[src/hdl/miniPipe_cfg.svh]
`ifndef MINIPIPE_CFG_SVH
`define MINIPIPE_CFG_SVH

// datapath width
`define MP_DATA_W      32

// instruction word width, fixed encoding
`define MP_INST_W      32

// immediate field width, also the LUI shift amount
`define MP_IMM_W       16

// register file geometry
`define MP_REG_ADDR_W  5
`define MP_REG_NUM     32

// index of the hard-wired zero register
`define MP_ZERO_REG    0

`endif

[src/hdl/miniPipe_pkg.sv]
package miniPipe_pkg;

    // major opcode in inst[31:26]
    typedef enum logic [5:0] {
        OP_NOP   = 6'h00,  // also what undefined codes decode to
        OP_ADDU  = 6'h01,
        OP_SUBU  = 6'h02,
        OP_AND   = 6'h03,
        OP_OR    = 6'h04,
        OP_XOR   = 6'h05,
        OP_ADDIU = 6'h09,  // sign-extended imm
        OP_ORI   = 6'h0D,  // zero-extended imm
        OP_LUI   = 6'h0F   // imm << 16, no source reg
    } opcode_e;

    // field boundaries inside the instruction word
    localparam int OPC_MSB = 31;
    localparam int OPC_LSB = 26;
    localparam int RS_MSB  = 25;  // first source
    localparam int RS_LSB  = 21;
    localparam int RT_MSB  = 20;  // second source or imm-form dest
    localparam int RT_LSB  = 16;
    localparam int RD_MSB  = 15;  // reg-form dest
    localparam int RD_LSB  = 11;
    localparam int IMM_MSB = 15;
    localparam int IMM_LSB = 0;

endpackage

[src/hdl/miniPipe_if.sv]
`timescale 1ns/1ns
`include "miniPipe_cfg.svh"

// decode <-> register file read ports
interface regRead_if;
    logic [`MP_REG_ADDR_W-1:0] raddr1;
    logic                      re1;
    logic [`MP_REG_ADDR_W-1:0] raddr2;
    logic                      re2;
    logic [`MP_DATA_W-1:0]     rdata1;  // same-cycle read data
    logic [`MP_DATA_W-1:0]     rdata2;

    modport dec (output raddr1, re1, raddr2, re2, input rdata1, rdata2);
    modport rf (input raddr1, re1, raddr2, re2, output rdata1, rdata2);
endinterface

// pending writes of the later stages, newest first
interface fwdBus_if;
    logic                      exWreg,  memWreg,  wbWreg;
    logic [`MP_REG_ADDR_W-1:0] exWaddr, memWaddr, wbWaddr;
    logic [`MP_DATA_W-1:0]     exWdata, memWdata, wbWdata;

    // src is shared, EX stage drives ex*, retire stage drives mem* and wb*
    modport src (output exWreg, exWaddr, exWdata, memWreg, memWaddr, memWdata,
                 wbWreg, wbWaddr, wbWdata);
    modport rf (input exWreg, exWaddr, exWdata, memWreg, memWaddr, memWdata,
                wbWreg, wbWaddr, wbWdata);
endinterface

[src/hdl/regFile.sv]
`timescale 1ns/1ns
`include "miniPipe_cfg.svh"

module regFile (
    input  logic       clk,
    input  logic       arstN_i,
    regRead_if.rf      rdPort_i,  // two read ports from decode
    fwdBus_if.rf       fwd_i      // EX/MEM/WB write triplets
);

    logic [`MP_DATA_W-1:0] regs [0:`MP_REG_NUM-1];

    // one read port, the zero rule first and then newest producer wins
    function automatic logic [`MP_DATA_W-1:0] readPort(
        input logic [`MP_REG_ADDR_W-1:0] addr,
        input logic                      en
    );
        logic [`MP_DATA_W-1:0] val;
        if (!en || addr == `MP_ZERO_REG) begin
            val = '0;  // $0 always reads zero, even if someone "wrote" it
        end else if (fwd_i.exWreg && fwd_i.exWaddr == addr) begin
            val = fwd_i.exWdata;  // distance 1, ALU output this cycle
        end else if (fwd_i.memWreg && fwd_i.memWaddr == addr) begin
            val = fwd_i.memWdata;  // distance 2
        end else if (fwd_i.wbWreg && fwd_i.wbWaddr == addr) begin
            // distance 3, write lands at this same edge so bypass the array
            val = fwd_i.wbWdata;
        end else begin
            val = regs[addr];
        end
        return val;
    endfunction

    // write port, driven by the WB triplet
    always_ff @(posedge clk or negedge arstN_i) begin
        if (!arstN_i) begin
            for (int i = 0; i < `MP_REG_NUM; i++) begin
                regs[i] <= '0;  // array starts out zero
            end
        end else if (fwd_i.wbWreg && fwd_i.wbWaddr != `MP_ZERO_REG) begin
            regs[fwd_i.wbWaddr] <= fwd_i.wbWdata;
        end
    end

    // read ports are purely combinational
    // always_comb also picks up regs and fwd_i read inside the function
    always_comb begin
        rdPort_i.rdata1 = readPort(rdPort_i.raddr1, rdPort_i.re1);
    end

    always_comb begin
        rdPort_i.rdata2 = readPort(rdPort_i.raddr2, rdPort_i.re2);
    end

endmodule

[src/hdl/instDecode.sv]
`timescale 1ns/1ns
`include "miniPipe_cfg.svh"

module instDecode (
    input  logic                      clk,
    input  logic                      arstN_i,
    input  logic [`MP_INST_W-1:0]     inst_i,
    input  logic                      instValid_i,
    fwdBus_if.rf                      fwd_i,       // only handed down to regFile
    output logic [`MP_DATA_W-1:0]     operandA_o,
    output logic [`MP_DATA_W-1:0]     operandB_o,
    output miniPipe_pkg::opcode_e     opcode_o,
    output logic [`MP_REG_ADDR_W-1:0] destAddr_o,
    output logic                      destWreg_o
);
    import miniPipe_pkg::*;

    localparam int EXT_W = `MP_DATA_W - `MP_IMM_W;

    regRead_if rdPort ();

    opcode_e                   opc;
    logic [`MP_IMM_W-1:0]      imm;
    logic                      regForm;   // rd <- rs op rt
    logic                      immForm;   // rt <- rs op imm
    logic [`MP_DATA_W-1:0]     immExt;
    logic [`MP_REG_ADDR_W-1:0] dest;
    logic                      wreg;

    // map the raw field, anything unknown becomes a bubble
    always_comb begin
        case (inst_i[OPC_MSB:OPC_LSB])
            OP_ADDU:  opc = OP_ADDU;
            OP_SUBU:  opc = OP_SUBU;
            OP_AND:   opc = OP_AND;
            OP_OR:    opc = OP_OR;
            OP_XOR:   opc = OP_XOR;
            OP_ORI:   opc = OP_ORI;
            OP_ADDIU: opc = OP_ADDIU;
            OP_LUI:   opc = OP_LUI;
            default:  opc = OP_NOP;
        endcase
    end

    assign imm     = inst_i[IMM_MSB:IMM_LSB];
    assign regForm = (opc inside {OP_ADDU, OP_SUBU, OP_AND, OP_OR, OP_XOR});
    assign immForm = (opc inside {OP_ORI, OP_ADDIU, OP_LUI});

    // read port setup, LUI has no source at all
    assign rdPort.raddr1 = inst_i[RS_MSB:RS_LSB];
    assign rdPort.re1    = instValid_i && (regForm || (immForm && opc != OP_LUI));
    assign rdPort.raddr2 = inst_i[RT_MSB:RT_LSB];
    assign rdPort.re2    = instValid_i && regForm;

    regFile uRegFile (
        .clk      (clk),
        .arstN_i  (arstN_i),
        .rdPort_i (rdPort),
        .fwd_i    (fwd_i)
    );

    // immediate extension per opcode
    always_comb begin
        case (opc)
            OP_ORI:   immExt = {{EXT_W{1'b0}}, imm};
            OP_ADDIU: immExt = {{EXT_W{imm[`MP_IMM_W-1]}}, imm};  // sign bit copied up
            OP_LUI:   immExt = {{EXT_W{1'b0}}, imm} << `MP_IMM_W;
            default:  immExt = '0;
        endcase
    end

    assign dest = regForm ? inst_i[RD_MSB:RD_LSB] : inst_i[RT_MSB:RT_LSB];
    // nothing to write for bubbles, NOPs or $0
    assign wreg = instValid_i && (opc != OP_NOP) && (dest != `MP_ZERO_REG);

    // ID/EX, control part
    always_ff @(posedge clk or negedge arstN_i) begin
        if (!arstN_i) begin
            destWreg_o <= 1'b0;
        end else begin
            destWreg_o <= wreg;
        end
    end

    // ID/EX, payload part
    always_ff @(posedge clk) begin
        operandA_o <= rdPort.rdata1;  // already zero when re1 is low
        operandB_o <= immForm ? immExt : rdPort.rdata2;
        opcode_o   <= opc;
        destAddr_o <= dest;
    end

endmodule

[src/hdl/execUnit.sv]
`timescale 1ns/1ns
`include "miniPipe_cfg.svh"

module execUnit (
    input  logic                      clk,
    input  logic                      arstN_i,
    input  logic [`MP_DATA_W-1:0]     operandA_i,
    input  logic [`MP_DATA_W-1:0]     operandB_i,
    input  miniPipe_pkg::opcode_e     opcode_i,
    input  logic [`MP_REG_ADDR_W-1:0] destAddr_i,
    input  logic                      destWreg_i,
    fwdBus_if.src                     fwd_o,       // EX triplet only
    output logic [`MP_REG_ADDR_W-1:0] resAddr_o,
    output logic [`MP_DATA_W-1:0]     resData_o,
    output logic                      resWreg_o
);
    import miniPipe_pkg::*;

    logic [`MP_DATA_W-1:0] aluRes;

    // single-cycle ALU, imm forms reuse the reg-form ops
    always_comb begin
        case (opcode_i)
            OP_ADDU, OP_ADDIU: aluRes = operandA_i + operandB_i;  // no overflow trap
            OP_SUBU:           aluRes = operandA_i - operandB_i;
            OP_AND:            aluRes = operandA_i & operandB_i;
            OP_OR, OP_ORI:     aluRes = operandA_i | operandB_i;
            OP_XOR:            aluRes = operandA_i ^ operandB_i;
            OP_LUI:            aluRes = operandB_i;  // shifted in decode
            default:           aluRes = '0;
        endcase
    end

    // distance-1 forwarding straight from the ALU
    assign fwd_o.exWreg  = destWreg_i;
    assign fwd_o.exWaddr = destAddr_i;
    assign fwd_o.exWdata = aluRes;

    // EX/MEM, enable gets reset
    always_ff @(posedge clk or negedge arstN_i) begin
        if (!arstN_i) begin
            resWreg_o <= 1'b0;
        end else begin
            resWreg_o <= destWreg_i;
        end
    end

    // EX/MEM payload
    always_ff @(posedge clk) begin
        resAddr_o <= destAddr_i;
        resData_o <= aluRes;
    end

endmodule

[src/hdl/retireStage.sv]
`timescale 1ns/1ns
`include "miniPipe_cfg.svh"

module retireStage (
    input  logic                      clk,
    input  logic                      arstN_i,
    input  logic [`MP_REG_ADDR_W-1:0] resAddr_i,   // EX/MEM contents
    input  logic [`MP_DATA_W-1:0]     resData_i,
    input  logic                      resWreg_i,
    fwdBus_if.src                     fwd_o,       // MEM and WB triplets
    output logic                      wbValid_o,
    output logic [`MP_REG_ADDR_W-1:0] wbAddr_o,
    output logic [`MP_DATA_W-1:0]     wbData_o
);

    // MEM stage only carries the result
    assign fwd_o.memWreg  = resWreg_i;
    assign fwd_o.memWaddr = resAddr_i;
    assign fwd_o.memWdata = resData_i;

    // MEM/WB valid bit
    always_ff @(posedge clk or negedge arstN_i) begin
        if (!arstN_i) begin
            wbValid_o <= 1'b0;
        end else begin
            wbValid_o <= resWreg_i;
        end
    end

    always_ff @(posedge clk) begin
        wbAddr_o <= resAddr_i;
        wbData_o <= resData_i;
    end

    // the same register feeds the array write and the outputs
    assign fwd_o.wbWreg  = wbValid_o;
    assign fwd_o.wbWaddr = wbAddr_o;
    assign fwd_o.wbWdata = wbData_o;

endmodule

[src/hdl/miniPipe.sv]
`timescale 1ns/1ns
`include "miniPipe_cfg.svh"

module miniPipe (
    input  logic                      clk,
    input  logic                      arstN_i,
    input  logic [`MP_INST_W-1:0]     inst_i,
    input  logic                      instValid_i,  // one instruction per strobe
    output logic                      wbValid_o,
    output logic [`MP_REG_ADDR_W-1:0] wbAddr_o,
    output logic [`MP_DATA_W-1:0]     wbData_o
);
    import miniPipe_pkg::*;

    fwdBus_if fwdBus ();

    // ID/EX
    logic [`MP_DATA_W-1:0]     operandA, operandB;
    opcode_e                   opcode;
    logic [`MP_REG_ADDR_W-1:0] destAddr;
    logic                      destWreg;

    // EX/MEM
    logic [`MP_REG_ADDR_W-1:0] resAddr;
    logic [`MP_DATA_W-1:0]     resData;
    logic                      resWreg;

    instDecode uDecode (
        .clk         (clk),
        .arstN_i     (arstN_i),
        .inst_i      (inst_i),
        .instValid_i (instValid_i),
        .fwd_i       (fwdBus),
        .operandA_o  (operandA),
        .operandB_o  (operandB),
        .opcode_o    (opcode),
        .destAddr_o  (destAddr),
        .destWreg_o  (destWreg)
    );

    execUnit uExec (
        .clk        (clk),
        .arstN_i    (arstN_i),
        .operandA_i (operandA),
        .operandB_i (operandB),
        .opcode_i   (opcode),
        .destAddr_i (destAddr),
        .destWreg_i (destWreg),
        .fwd_o      (fwdBus),
        .resAddr_o  (resAddr),
        .resData_o  (resData),
        .resWreg_o  (resWreg)
    );

    retireStage uRetire (
        .clk       (clk),
        .arstN_i   (arstN_i),
        .resAddr_i (resAddr),
        .resData_i (resData),
        .resWreg_i (resWreg),
        .fwd_o     (fwdBus),
        .wbValid_o (wbValid_o),
        .wbAddr_o  (wbAddr_o),
        .wbData_o  (wbData_o)
    );

endmodule

[config.mk]
export PLATFORM = sky130hd
export DESIGN_NAME = miniPipe
export DESIGN_NICKNAME = d
export VERILOG_FILES = /design/src/hdl/miniPipe_pkg.sv /design/src/hdl/miniPipe_if.sv /design/src/hdl/regFile.sv /design/src/hdl/instDecode.sv /design/src/hdl/execUnit.sv /design/src/hdl/retireStage.sv /design/src/hdl/miniPipe.sv
export VERILOG_INCLUDE_DIRS = /design/src /design/src/hdl
export SDC_FILE = /design/constraint.sdc
export NUM_CORES = 2
export LEC_CHECK = 0
export BUFFER_PORTS_ARGS = -buffer_cell sky130_fd_sc_hd__buf_2
export CAP_MARGIN = 15
export CORE_MARGIN = 1.5
export CORE_UTILIZATION = 40
export CTS_CLUSTER_DIAMETER = 120
export DETAILED_ROUTE_END_ITERATION = 6
export GPL_TIMING_DRIVEN = 0
export PLACE_DENSITY = 0.58
export SYNTH_ARGS = -nofsm -noshare
export SYNTH_HDL_FRONTEND = slang
export SYNTH_SLANG_ARGS = --single-unit
[constraint.sdc]
create_clock -name clk -period 12 [get_ports clk]
set_input_delay 1.8 -clock clk [delete_from_list [all_inputs] [get_ports clk]]
set_output_delay 1.8 -clock clk [all_outputs]
set_load 0.01 [all_outputs]
==> results.toml <==
[clocking]
ctsHoldBuffers = 0
cts_htree_levels = 4
cts_setup_buffers = 0
cts_root_buffer = "clkbuf_16"
clk_pin_slew_worst_paths_ns = 0.06
cts_buffer_depth = 3
cts_tree = "built"
cts_buffers = 134
cts-resized-gates = 0
worst_skew_pair.late_latency_ns = 0.82
cts.sinks = 1174

[floorplanning]
die_w_um = 402
die_y_um = 402
die-area_um2 = 161000
start_util_pct = 40.2
fp-row-count = 146
core_area_um2 = 158000
io_pins = 73

[drt]
vias = 44200
post_drt_wl_per_cell_um = 35.7
ant_nets = 0
drt_first_pass_iters = 7
avgViaCountPerCell = 6.42
drt_iter0_markers = 5457
wl_um = 246000
drc_errors = 1

[grt]
grt_pass1_wl_um = 346000
gr-max-usage-layer = "met2"
use_met3_pct = 9.38
antenna_found_initial = 8
grt_max_degree = 163
grt_use_met1_pct = 39.6
grt_use_total_pct = 30.5
overflow = 0
grt_pass1_vias = 44100
gr-usage-met2_pct = 45.7

[sta]
setup_viol = 0
finalMaxSlewViolations = 0
fin_tns_setup_ns = 0
post-route-period-util_pct = 48.4
clock_skew_ns = 0.0294
rsz0062_at_grt = "no"
final_hold_viol_count = 0
relSlewSlack_pct = 7.94
fmax_mhz = 172
tightest_slew_ns = 1.38
fin_crit_ns = 5.81

[layout]
final_cell_mix = "1027 x dfrtp_1, 997 x mux2_2, 639 x mux4_2"
drive_above_1_share_pct = 43.5
layoutNonFillerInstCount = 6890
syn_to_final_growth_pct = 14.3
final_common_cell = "dfrtp_1"
fin_nets = 4839
fill_cells = 13900

[critical_path]
worstRegToRegCells = 16
worstSetupPathType = "in2reg"
cp_data_arrival_time_ns = 6.47
startpoint_type = "primary input"
end_kind = "flip-flop"
reg2reg_from = "uDecode.operandB_o[5]$_DFF_P_"
critPathRequiredTime_ns = 12.66
crit_path_max_fanout = 10
endpoint = "uDecode.operandB_o[24]$_DFF_P_"
cp-startpoint = "inst_i[18]"
regToRegSetupSlack_ns = 6.88
r2r-end = "uDecode.operandA_o[30]$_SDFF_PP0_"

[synth]
async_reset_ff_share_pct = 87.5
syn_nets = 4555
yosysSeqAreaShare_pct = 45.0
syn_inst = 4423
syn_avg_cell_area_um2 = 14.4
ys_types = 68
synth_ff_type = "dfrtp_1"
synthTopCellsByArea = "dfrtp_1 40%, mux4_2 23%, mux2_2 18%"
synth.top_cell.area_share_pct = 40.4
synth_seq_cells = 1174
synth_edf_count = 0
netlist_area_um2 = 63600
yosys_warnings = 0
synth.largest_area_cell = "dfrtp_1"

[run_status]
violations = "design-rule violations"
status = "finished with violations"

[power]
power.density_nw_per_um2 = 129
ir_drop_uv = 163
p_leak_nw = 32.6

[placed_design]
place.gp.congestion = 0.974
dpl.cell_count = 6638
portBuffers = 61
hpwl_um = 180000

[min_path]
hp-class = "reg2reg"

[run]
max_cap_violations = 0
## where the power goes
part	leakage [nW]	internal (W)	total [W]	switching, W
clock network	2.25	0.00253	0.00429	0.00176
registers	15.5	0.00403	0.00413	0.0000999
logic	14.8	0.000335	0.000947	0.000612
## per-stage QoR
step           util, %  area (um^2)  hold slack, ns  power [W]  setup WS, ns
2_1_floorplan        -        63600           0.351    0.00467          7.61
3_3_place_gp      42.0        66500           0.366    0.00509        -13.96
3_5_place_dp      43.0        68100           0.363    0.00513          5.69
4_1_cts           45.9        72700           0.373    0.00938          6.53
5_1_grt           46.0        72700           0.376    0.00961          6.34
6_report          46.0        72700           0.379    0.00937          6.19
## critical path, stage by stage
cell and delay (ns):
clkbuf_1 0.83, buf_1 0.58, buf_1 1.06, clkbuf_1 0.74, mux4_2 0.42, mux2i_1 0.43, a21oi_1 0.15, a221oi_1 0.27
o21ai_1 0.14
## worst min path at each step
stage / cells past startpoint / endpoint / startpoint
floorplan: 0 / uRetire.fwd_o.wbWdata[23]$_DFF_P_ / uExec.resData_o[23]$_DFF_P_
global placement: 0 / uRetire.fwd_o.wbWdata[25]$_DFF_P_ / uExec.resData_o[25]$_DFF_P_
detailed placement: 0 / uRetire.fwd_o.wbWdata[0]$_DFF_P_ / uExec.resData_o[0]$_DFF_P_
CTS: 0 / uRetire.fwd_o.wbWdata[25]$_DFF_P_ / uExec.resData_o[25]$_DFF_P_
global route: 0 / uRetire.fwd_o.wbWdata[25]$_DFF_P_ / uExec.resData_o[25]$_DFF_P_
finish: 0 / uRetire.fwd_o.wbWdata[25]$_DFF_P_ / uExec.resData_o[25]$_DFF_P_
## state kept, by name (all words and copies together), names as in the netlist
name and cells:
uDecode.destAddr_o 5, uDecode.destWreg_o 1, uDecode.opcode_o 4, uDecode.operandA_o 32, uDecode.operandB_o 32, uDecode.uRegFile.regs 1024, uExec.resAddr_o 5, uExec.resData_o 32
uExec.resWreg_o 1, uRetire.fwd_o.wbWaddr 5, uRetire.fwd_o.wbWdata 32, uRetire.fwd_o.wbWreg 1
## kinds of logic (layout without fill, tap and decap cells)
kind of cell             after synthesis  count (layout)  share of synthesized area (%)
other                                  0               6                              0
XOR/XNOR                              89              89                           1.24
flip-flops                          1174            1174                           45.0
multiplexers                        1705            1705                           41.4
adder cells (fa/ha/maj)               97              97                           1.92
buffers and inverters                545             934                           3.33
AO/OA/AOI/OAI                        481             481                           4.69
AND/OR/NAND/NOR                      332             332                           2.44
## per-layer routing
layer,up-vias,part of all wire [%]
met1,23800,39
met5,-,0.010
met3,584,10
met4,4,6.0
li1,17600,-
met2,2340,44
## cells in the mapped netlist, types with 53 or more instances
library cell  count
dfrtp_1        1027
mux2_2          997
mux4_2          639
clkbuf_1        327
dfxtp_1         147
a21oi_1         130
nand2_1         129
ha_1             96
nor2_1           95
buf_1            91
o21ai_1          89
inv_1            81
o21ai_0          80
mux2i_1          69
xnor2_1          53
## final cells by class
type	count	area [um^2]	area share (%)
inverters	82	308	0.423
plain buffers	463	1860	2.56
flip-flops and latches	1174	28600	39.4
clock inverters	28	373	0.513
diodes	6	15.0	0.0206
repair buffers	148	1890	2.60
clock buffers	213	4200	5.77
multi-input cells	2704	32900	45.2
well taps	2072	2590	3.56
Note: power is estimated with default switching activity, not from simulation.
